<file path="src/hw/wb_errgen_pkg.sv">
// Wishbone error generator, shared definitions
// bus widths, order buffer depth and the vector types built on them
`default_nettype none

package wb_errgen_pkg;

   //----------------------------------------------------------------------
   // bus geometry
   //----------------------------------------------------------------------
   localparam int ADR_WIDTH = 16;                     // address bus
   localparam int DAT_WIDTH = 16;                     // read and write data
   localparam int SEL_WIDTH = 2;                      // one select per byte
   localparam int TGT_CNT   = 4;                      // target select tag bits

   //----------------------------------------------------------------------
   // order buffer
   //----------------------------------------------------------------------
   localparam int ORD_DEPTH     = 4;                  // max outstanding requests
   localparam int ORD_PTR_WIDTH = 2;                  // log2 of ORD_DEPTH

   //----------------------------------------------------------------------
   // vector types
   //----------------------------------------------------------------------
   typedef logic [ADR_WIDTH-1:0] adr_t;               // address word
   typedef logic [DAT_WIDTH-1:0] dat_t;               // data word
   typedef logic [SEL_WIDTH-1:0] sel_t;               // byte selects
   typedef logic [TGT_CNT-1:0]   tgtsel_t;            // one hot-ish target select

   typedef logic [ORD_PTR_WIDTH-1:0] ord_ptr_t;       // read or write pointer
   typedef logic [ORD_PTR_WIDTH:0]   ord_cnt_t;       // fill level, 0 to ORD_DEPTH

endpackage

`default_nettype wire
</file>
<file path="src/hw/wb_error_generator.sv">
// Wishbone error generator
// Sits between one initiator port and one target port of a crossbar.
// Requests with a target select pass through; requests without one are
// answered with an error one cycle after acceptance. Up to ORD_DEPTH
// requests may be outstanding and responses return in request order.
`timescale 1ns/1ps
`default_nettype none

module wb_error_generator
   import wb_errgen_pkg::*;
(
   // clock and reset
   input  wire          clk_i,                        // module clock
   input  wire          rst_i,                        // async reset, active high

   // initiator port
   input  wire          itr_cyc_i,                    // bus cycle indicator
   input  wire          itr_stb_i,                    // access request
   input  wire          itr_we_i,                     // write enable
   input  wire sel_t    itr_sel_i,                    // byte selects
   input  wire adr_t    itr_adr_i,                    // address bus
   input  wire dat_t    itr_dat_i,                    // write data
   input  wire tgtsel_t itr_tga_tgtsel_i,             // target select tag
   output wire          itr_ack_o,                    // cycle acknowledge
   output wire          itr_err_o,                    // error indicator
   output wire          itr_rty_o,                    // retry request
   output wire          itr_stall_o,                  // access delay
   output wire dat_t    itr_dat_o,                    // read data

   // target port
   output wire          tgt_cyc_o,                    // bus cycle indicator
   output wire          tgt_stb_o,                    // access request
   output wire          tgt_we_o,                     // write enable
   output wire sel_t    tgt_sel_o,                    // byte selects
   output wire adr_t    tgt_adr_o,                    // address bus
   output wire dat_t    tgt_dat_o,                    // write data
   output wire tgtsel_t tgt_tga_tgtsel_o,             // target select tag
   input  wire          tgt_ack_i,                    // cycle acknowledge
   input  wire          tgt_err_i,                    // error indicator
   input  wire          tgt_rty_i,                    // retry request
   input  wire          tgt_stall_i,                  // access delay
   input  wire dat_t    tgt_dat_i                     // read data
);

   //----------------------------------------------------------------------
   // order buffer handshake
   //----------------------------------------------------------------------
   logic ord_push;                                    // filter to buffer
   logic ord_push_err;                                // entry flag
   logic ord_full;                                    // buffer to filter
   logic ord_empty;                                   // buffer to filter and merge
   logic ord_head_err;                                // buffer to merge
   logic ord_pop;                                     // merge to buffer

   //----------------------------------------------------------------------
   // straight pass-through
   //----------------------------------------------------------------------
   assign tgt_cyc_o        = itr_cyc_i;               // target sees the whole cycle
   assign tgt_we_o         = itr_we_i;
   assign tgt_sel_o        = itr_sel_i;
   assign tgt_adr_o        = itr_adr_i;
   assign tgt_dat_o        = itr_dat_i;
   assign tgt_tga_tgtsel_o = itr_tga_tgtsel_i;

   //----------------------------------------------------------------------
   // request side
   //----------------------------------------------------------------------
   wb_req_filter wb_req_filter_inst (
      .clk_i            (clk_i),
      .rst_i            (rst_i),
      .itr_cyc_i        (itr_cyc_i),
      .itr_stb_i        (itr_stb_i),
      .itr_tga_tgtsel_i (itr_tga_tgtsel_i),
      .itr_stall_o      (itr_stall_o),
      .tgt_stall_i      (tgt_stall_i),
      .tgt_stb_o        (tgt_stb_o),
      .ord_full_i       (ord_full),
      .ord_empty_i      (ord_empty),
      .ord_push_o       (ord_push),
      .ord_push_err_o   (ord_push_err)
   );

   //----------------------------------------------------------------------
   // outstanding request order
   //----------------------------------------------------------------------
   wb_rsp_order_fifo wb_rsp_order_fifo_inst (
      .clk_i            (clk_i),
      .rst_i            (rst_i),
      .itr_cyc_i        (itr_cyc_i),              // cycle end flushes
      .ord_push_i       (ord_push),
      .ord_push_err_i   (ord_push_err),
      .ord_pop_i        (ord_pop),
      .ord_full_o       (ord_full),
      .ord_empty_o      (ord_empty),
      .ord_head_err_o   (ord_head_err)
   );

   //----------------------------------------------------------------------
   // response side
   //----------------------------------------------------------------------
   wb_rsp_merge wb_rsp_merge_inst (
      .ord_empty_i      (ord_empty),
      .ord_head_err_i   (ord_head_err),
      .ord_pop_o        (ord_pop),
      .tgt_ack_i        (tgt_ack_i),
      .tgt_err_i        (tgt_err_i),
      .tgt_rty_i        (tgt_rty_i),
      .tgt_dat_i        (tgt_dat_i),
      .itr_ack_o        (itr_ack_o),
      .itr_err_o        (itr_err_o),
      .itr_rty_o        (itr_rty_o),
      .itr_dat_o        (itr_dat_o)
   );

endmodule

`default_nettype wire

</file>
<file path="src/hw/wb_rsp_merge.sv">
// Wishbone error generator, response merge
// Picks the source of the next initiator response from the head of the
// order buffer: a generated error for a request without a target, or the
// target's own strobes otherwise. Purely combinational.
`timescale 1ns/1ps
`default_nettype none

module wb_rsp_merge
   import wb_errgen_pkg::*;
(
   // order buffer head
   input  wire       ord_empty_i,                     // nothing outstanding
   input  wire       ord_head_err_i,                  // head wants a local error
   output wire       ord_pop_o,                       // response delivered

   // target response side
   input  wire       tgt_ack_i,                       // cycle acknowledge
   input  wire       tgt_err_i,                       // error indicator
   input  wire       tgt_rty_i,                       // retry request
   input  wire dat_t tgt_dat_i,                       // read data

   // initiator response side
   output wire       itr_ack_o,                       // cycle acknowledge
   output wire       itr_err_o,                       // error indicator
   output wire       itr_rty_o,                       // retry request
   output wire dat_t itr_dat_o                        // read data
);

   //----------------------------------------------------------------------
   // head decode
   //----------------------------------------------------------------------
   logic head_gen;                                    // head answered locally
   logic head_tgt;                                    // head waits for target
   logic tgt_rsp;                                     // any target strobe

   assign head_gen = ~ord_empty_i & ord_head_err_i;
   assign head_tgt = ~ord_empty_i & ~ord_head_err_i;
   assign tgt_rsp  = tgt_ack_i | tgt_err_i | tgt_rty_i;

   //----------------------------------------------------------------------
   // response strobes
   //----------------------------------------------------------------------
   // Target strobes are masked while the buffer is empty, so a late answer
   // to a flushed request never shows up at the initiator.
   assign itr_ack_o = head_tgt & tgt_ack_i;           // pass through
   assign itr_err_o = head_gen | (head_tgt & tgt_err_i); // generated or passed
   assign itr_rty_o = head_tgt & tgt_rty_i;           // pass through

   assign itr_dat_o = tgt_dat_i;                      // read data straight from target

   //----------------------------------------------------------------------
   // buffer pop
   //----------------------------------------------------------------------
   assign ord_pop_o = head_gen | (head_tgt & tgt_rsp); // one per response

endmodule

`default_nettype wire

</file>
<file path="src/hw/wb_rsp_order_fifo.sv">
// Wishbone error generator, response order buffer
// Four entry circular buffer with one flag per outstanding request. The flag
// says whether the response comes from the target or is generated locally.
// Push and pop may happen in the same cycle. The whole buffer is dropped
// whenever the initiator ends its bus cycle.
`timescale 1ns/1ps
`default_nettype none

module wb_rsp_order_fifo
   import wb_errgen_pkg::*;
(
   // clock and reset
   input  wire clk_i,                                 // module clock
   input  wire rst_i,                                 // async reset, active high

   // bus cycle
   input  wire itr_cyc_i,                             // low flushes the buffer

   // write side
   input  wire ord_push_i,                            // add one entry
   input  wire ord_push_err_i,                        // entry flag value

   // read side
   input  wire ord_pop_i,                             // head entry answered
   output wire ord_full_o,                            // ORD_DEPTH entries held
   output wire ord_empty_o,                           // no entry held
   output wire ord_head_err_o                         // head flag
);

   //----------------------------------------------------------------------
   // storage and pointers
   //----------------------------------------------------------------------
   logic     ord_flag_q [ORD_DEPTH];                  // 1 = no target selected
   ord_ptr_t wr_ptr_q;                                // next free slot
   ord_ptr_t rd_ptr_q;                                // oldest entry
   ord_cnt_t cnt_q;                                   // fill level
   logic     do_push;                                 // qualified write
   logic     do_pop;                                  // qualified read

   assign do_push = ord_push_i & ~ord_full_o;         // filter never pushes when full
   assign do_pop  = ord_pop_i & ~ord_empty_o;         // merge never pops when empty

   //----------------------------------------------------------------------
   // flag storage
   //----------------------------------------------------------------------
   always_ff @(posedge clk_i)
   begin
      if (do_push)
      begin
         ord_flag_q[wr_ptr_q] <= ord_push_err_i;      // visible next cycle
      end
   end

   //----------------------------------------------------------------------
   // pointer and count control
   //----------------------------------------------------------------------
   always_ff @(posedge clk_i or posedge rst_i)
   begin
      if (rst_i)
      begin
         wr_ptr_q <= '0;
         rd_ptr_q <= '0;
         cnt_q    <= '0;
      end
      else if (!itr_cyc_i)
      begin
         wr_ptr_q <= '0;                              // cycle ended, drop all
         rd_ptr_q <= '0;
         cnt_q    <= '0;
      end
      else
      begin
         if (do_push)
         begin
            wr_ptr_q <= ord_ptr_t'(wr_ptr_q + 1'b1);  // wraps at ORD_DEPTH
         end
         if (do_pop)
         begin
            rd_ptr_q <= ord_ptr_t'(rd_ptr_q + 1'b1);
         end
         case ({do_push, do_pop})
            2'b10:   cnt_q <= ord_cnt_t'(cnt_q + 1'b1); // push only
            2'b01:   cnt_q <= ord_cnt_t'(cnt_q - 1'b1); // pop only
            default: cnt_q <= cnt_q;                  // both or neither
         endcase
      end
   end

   //----------------------------------------------------------------------
   // status
   //----------------------------------------------------------------------
   assign ord_full_o     = (cnt_q == ord_cnt_t'(ORD_DEPTH));
   assign ord_empty_o    = (cnt_q == '0);
   assign ord_head_err_o = ord_flag_q[rd_ptr_q];      // meaningful only when not empty

endmodule

`default_nettype wire

</file>
<file path="src/hw/wb_req_filter.sv">
// Wishbone error generator, request filter
// Classifies each initiator request by its target select tag. Requests with
// a target go on to the target port; requests without one are held back
// until no response is outstanding, then accepted locally. One order buffer
// entry is pushed per accepted request.
`timescale 1ns/1ps
`default_nettype none

module wb_req_filter
   import wb_errgen_pkg::*;
(
   // clock and reset
   input  wire          clk_i,                        // module clock
   input  wire          rst_i,                        // async reset, active high

   // initiator request side
   input  wire          itr_cyc_i,                    // bus cycle indicator
   input  wire          itr_stb_i,                    // access request
   input  wire tgtsel_t itr_tga_tgtsel_i,             // target select tag
   output wire          itr_stall_o,                  // request not taken

   // target request side
   input  wire          tgt_stall_i,                  // target busy
   output wire          tgt_stb_o,                    // forwarded strobe

   // order buffer
   input  wire          ord_full_i,                   // no room for another entry
   input  wire          ord_empty_i,                  // nothing outstanding
   output wire          ord_push_o,                   // one pulse per accepted request
   output wire          ord_push_err_o                // entry needs a generated error
);

   //----------------------------------------------------------------------
   // internal signals
   //----------------------------------------------------------------------
   logic cyc_act_q;                                   // bus usable, set after reset
   logic tgt_hit;                                     // at least one target selected
   logic req_stall;                                   // combined stall decision
   logic req_acc;                                     // request accepted this cycle

   //----------------------------------------------------------------------
   // cycle activity flag
   //----------------------------------------------------------------------
   // Low only in the first clock after reset release, so nothing gets
   // pushed while the order buffer pointers are still settling.
   always_ff @(posedge clk_i or posedge rst_i)
   begin
      if (rst_i)
      begin
         cyc_act_q <= 1'b0;                           // hold off requests
      end
      else
      begin
         cyc_act_q <= 1'b1;                           // free from next clock on
      end
   end

   //----------------------------------------------------------------------
   // classification and stall
   //----------------------------------------------------------------------
   assign tgt_hit = |itr_tga_tgtsel_i;                // any select bit counts

   always_comb
   begin
      if (!cyc_act_q)
      begin
         req_stall = 1'b1;                            // just out of reset
      end
      else if (tgt_hit)
      begin
         req_stall = ord_full_i | tgt_stall_i;        // valid: room and target ready
      end
      else
      begin
         req_stall = ~ord_empty_i;                    // invalid: wait for drain
      end
   end

   assign req_acc = itr_cyc_i & itr_stb_i & ~req_stall; // wishbone acceptance

   //----------------------------------------------------------------------
   // outputs
   //----------------------------------------------------------------------
   assign itr_stall_o    = req_stall;
   assign tgt_stb_o      = req_acc & tgt_hit;         // only valid requests leave
   assign ord_push_o     = req_acc;                   // one entry each
   assign ord_push_err_o = req_acc & ~tgt_hit;        // mark for local error

endmodule

`default_nettype wire

</file>
<file path="config.mk">
export PLATFORM = sky130hd
export DESIGN_NAME = wb_error_generator
export DESIGN_NICKNAME = d
export VERILOG_FILES = /design/src/hw/wb_errgen_pkg.sv /design/src/hw/wb_error_generator.sv /design/src/hw/wb_rsp_merge.sv /design/src/hw/wb_rsp_order_fifo.sv /design/src/hw/wb_req_filter.sv
export SDC_FILE = /design/constraint.sdc
export NUM_CORES = 1
export LEC_CHECK = 0
export BUFFER_PORTS_ARGS = -buffer_cell sky130_fd_sc_hd__buf_4
export CORE_MARGIN = 4
export CORE_UTILIZATION = 35
export DETAILED_ROUTE_END_ITERATION = 8
export PLACE_DENSITY_LB_ADDON = 0.05
export SYNTH_ARGS = -nofsm -noshare
export SYNTH_HDL_FRONTEND = slang
export SYNTH_SLANG_ARGS = --single-unit
</file>
<file path="constraint.sdc">
create_clock -name clk_i -period 3 [get_ports clk_i]
set_input_delay 0.45 -clock clk_i [delete_from_list [all_inputs] [get_ports clk_i]]
set_output_delay 0.45 -clock clk_i [all_outputs]
set_load 0.03 [all_outputs]
</file>
==> flow_summary.json <==
{
  "p_leak_nw": 0.463,
  "drive_above_1_share_pct": 37.1,
  "initial_core_util_pct": 37.3,
  "syn_inst": 128,
  "die_area_mm2": 0.00432,
  "clk_path_buf_depth": 2,
  "avgRoutedWirePerCell_um": 15.0,
  "critPathArrivalTime_ns": 2.66,
  "grt_pass1_wl_mm": 3.36,
  "final_cell_area_um2": 990,
  "nets": 166,
  "p_comb_share_pct": 52.9,
  "cts_sinks": 12,
  "cts_tree": "yes",
  "syn_avg_cell_area_um2": 9.12,
  "rsz0062_at_grt": "no",
  "fmax_mhz": 409,
  "crit_path_max_fanout": 6,
  "yosys.cell_count.top_type": "buf_4",
  "numCtsBuffers": 3,
  "clk_latency_ns": 0.28,
  "rows": 20,
  "synth.distinct_cells": 33,
  "num_vias": 649,
  "ys_seq_area_share_pct": 27.4,
  "postPlaceCellArea_um2": 963,
  "peakVddDrop_mv": 0.151,
  "finalCritPeriodShare_pct": 81.5,
  "drt_first_pass_iters": 3,
  "core-area_mm2": 0.00313,
  "status": "complete, no violations",
  "antenna_cells": 0,
  "areaGrowthSynthToFinish_pct": -15.2,
  "p_sw_share_pct": 41.4,
  "tns_ns": 0,
  "yosys_warnings": 0,
  "setup_viol": 0,
  "finalMaxSlewViolations": 0,
  "max_cap_viol_count": 0,
  "antenna_found_initial": 0,
  "grt_usage_pct": 10.4,
  "synth_seq_cells": 12,
  "startpoint_type": "flip-flop",
  "grt_max_degree": 11,
  "timing.rr.start": "wb_rsp_order_fifo_inst.rd_ptr_q[0]",
  "drt-met1-wl_um": 802,
  "fill_cells": 342,
  "cts_setup_buffers": 0,
  "fin_crit_ns": 2.44,
  "power_switching_uw": 298,
  "synth_top_flop_cell": "dfrtp_1",
  "worstSetupEndpointType": "flip-flop",
  "yosysTopAreaCell": "buf_4",
  "hp-class": "input port to async pin",
  "pwr-share-clk_pct": 14.9,
  "portBuffers": 21,
  "crit_type": "flip-flop to flip-flop",
  "dr_wl_met2_um": 820,
  "synth_nets": 196,
  "r2r-end": "wb_rsp_order_fifo_inst.cnt_q[2]",
  "die_height_um": 65.8,
  "hold_viol": 0,
  "yosysTopAreaCellShare_pct": 36.0,
  "hpwlAfterDp_mm": 1.72,
  "io_pins": 124,
  "ant_nets": 0,
  "worstPathRequired_ns": 3.21,
  "grt.overflow.total": 0,
  "power_frac_seq_pct": 32.2,
  "r2r_cells": 7,
  "gp_congestion": 0.662,
  "synth_area_leaders": "buf_4 36%, dfrtp_1 17%, edfxtp_1 10%, ha_1 4.3%, nor2_1 3.2%",
  "reg2reg_slack_ns": 0.56,
  "intPower_uw": 423,
  "grt_pass1_vias": 682,
  "post-route-drc-count": 0,
  "cts-root-buf": "clkbuf_4",
  "synth_area_mm2": 0.00117,
  "path_clk_slew_ns": 0.08,
  "dr.max_layer_used": "met4",
  "synth_commonest_cells": "56 x buf_4, 10 x nor2_1, 8 x dfrtp_1",
  "power_uw": 721,
  "hold_buffers": 0,
  "drt_iter0_drc": 9,
  "die_w_um": 65.8,
  "cts_resized": 0,
  "p_per_area_mw_per_mm2": 729,
  "synth-edff-count": 4,
  "htree_levels": 1,
  "finalClockSkew_ns": 0.00552,
  "drt-vias-per-instance": 4.60,
  "async_flop_share_pct": 66.7,
  "met3WireLength_um": 319,
  "routed_wirelength_mm": 2.12
}
## area by class of cell
| cell class | instances | area (um^2) | area share (%) |
|---|---|---|---|
| Clock inverter | 1 | 3.75 | 0.379 |
| Tap cell | 44 | 55.1 | 5.56 |
| Multi-Input combinational cell | 54 | 404 | 40.8 |
| Sequential cell | 12 | 320 | 32.4 |
| Timing Repair Buffer | 22 | 165 | 16.7 |
| Inverter | 5 | 18.8 | 1.90 |
| Clock buffer | 3 | 22.5 | 2.28 |
## power groups by stage
stage                     registers (mW)  logic (mW)  clock network, mW
final                              0.232       0.381              0.108
after detailed placement           0.236       0.386                  0
after global placement             0.236       0.380                  0
after global routing               0.238       0.426              0.121
after floorplan                    0.225       0.403                  0
after CTS                          0.233       0.387              0.112
## layer usage
| metal | track usage [%] | up-vias |
|---|---|---|
| met3 | 4.27 | 31 |
| li1 | - | 297 |
| met1 | 12.0 | 274 |
| met4 | 11.9 | 0 |
| met2 | 13.3 | 47 |
| met5 | 0 | - |
## state kept, by name, indices dropped and copies added (netlist names)
| name | count |
|---|---|
| wb_rsp_order_fifo_inst.wr_ptr_q | 2 |
| wb_req_filter_inst.cyc_act_q | 1 |
| wb_rsp_order_fifo_inst.cnt_q | 3 |
| wb_rsp_order_fifo_inst.rd_ptr_q | 2 |
| wb_rsp_order_fifo_inst.ord_flag_q | 4 |
## per-stage QoR
stage	hold WS (ns)	worst slack [ns]	util [%]	instances
2_1_floorplan	0.266	0.672	-	128
3_3_place_gp	0.440	0.437	30.8	137
3_5_place_dp	0.441	0.387	30.8	137
4_1_cts	0.137	0.529	31.6	141
5_1_grt	0.157	0.409	31.6	141
6_report	0.125	0.556	31.6	141
## worst max-delay path, cell delays in order (launching register included)
cell and delay [ns]:
dfrtp_1 0.38, mux4_2 0.54, o21bai_2 0.35, nor2_1 0.12
fa_1 0.40, a211o_1 0.29, a21o_1 0.17, a21oi_2 0.13
## cells in the final DEF (no fill, tap or decap)
master / n
nand4_1: 1
nor4_1: 1
nand3_1: 1
clkinv_1: 1
nand2_1: 5
or3_1: 1
xnor2_1: 3
edfxtp_1: 4
ha_1: 4
nand2b_1: 1
and2_4: 1
o41ai_1: 1
conb_1: 1
a21oi_1: 2
clkbuf_4: 3
nor2_1: 10
dfrtp_1: 8
mux4_2: 1
or3b_2: 1
a211o_1: 1
xor2_1: 1
o21bai_2: 1
inv_1: 5
mux2i_1: 2
and3_2: 4
and2_1: 2
and3_1: 2
or4_4: 1
a21oi_2: 1
o211a_4: 1
nor3_1: 2
fa_1: 1
buf_4: 22
a21o_1: 1
## cells by family (layout without fill, tap and decap cells)
kind of cell | Yosys count | count (layout) | share of synthesized area, %
buffers and inverters | 62 | 31 | 37.9
other | 1 | 1 | 0.321
and+or+nand+nor | 33 | 33 | 15.4
DFF | 12 | 12 | 27.4
adders and majority gates | 5 | 5 | 6.00
AOI/OAI and AO/OA | 8 | 8 | 6.22
muxes | 3 | 3 | 3.64
xor gates and xnor gates | 4 | 4 | 3.00
## worst max path at each step
stage	slack, ns	end	start	depth (start not counted)
after floorplan	0.67	wb_rsp_order_fifo_inst.cnt_q[2]	itr_tga_tgtsel_i[1]	8
after global placement	0.44	wb_rsp_order_fifo_inst.cnt_q[2]	itr_tga_tgtsel_i[1]	9
after detailed placement	0.39	wb_rsp_order_fifo_inst.cnt_q[2]	itr_tga_tgtsel_i[1]	9
after CTS	0.53	wb_rsp_order_fifo_inst.cnt_q[2]	wb_rsp_order_fifo_inst.rd_ptr_q[0]	7
after global routing	0.41	wb_rsp_order_fifo_inst.cnt_q[2]	wb_rsp_order_fifo_inst.rd_ptr_q[0]	7
final	0.56	wb_rsp_order_fifo_inst.cnt_q[2]	wb_rsp_order_fifo_inst.rd_ptr_q[0]	7
(Power assumes the default switching activity.)
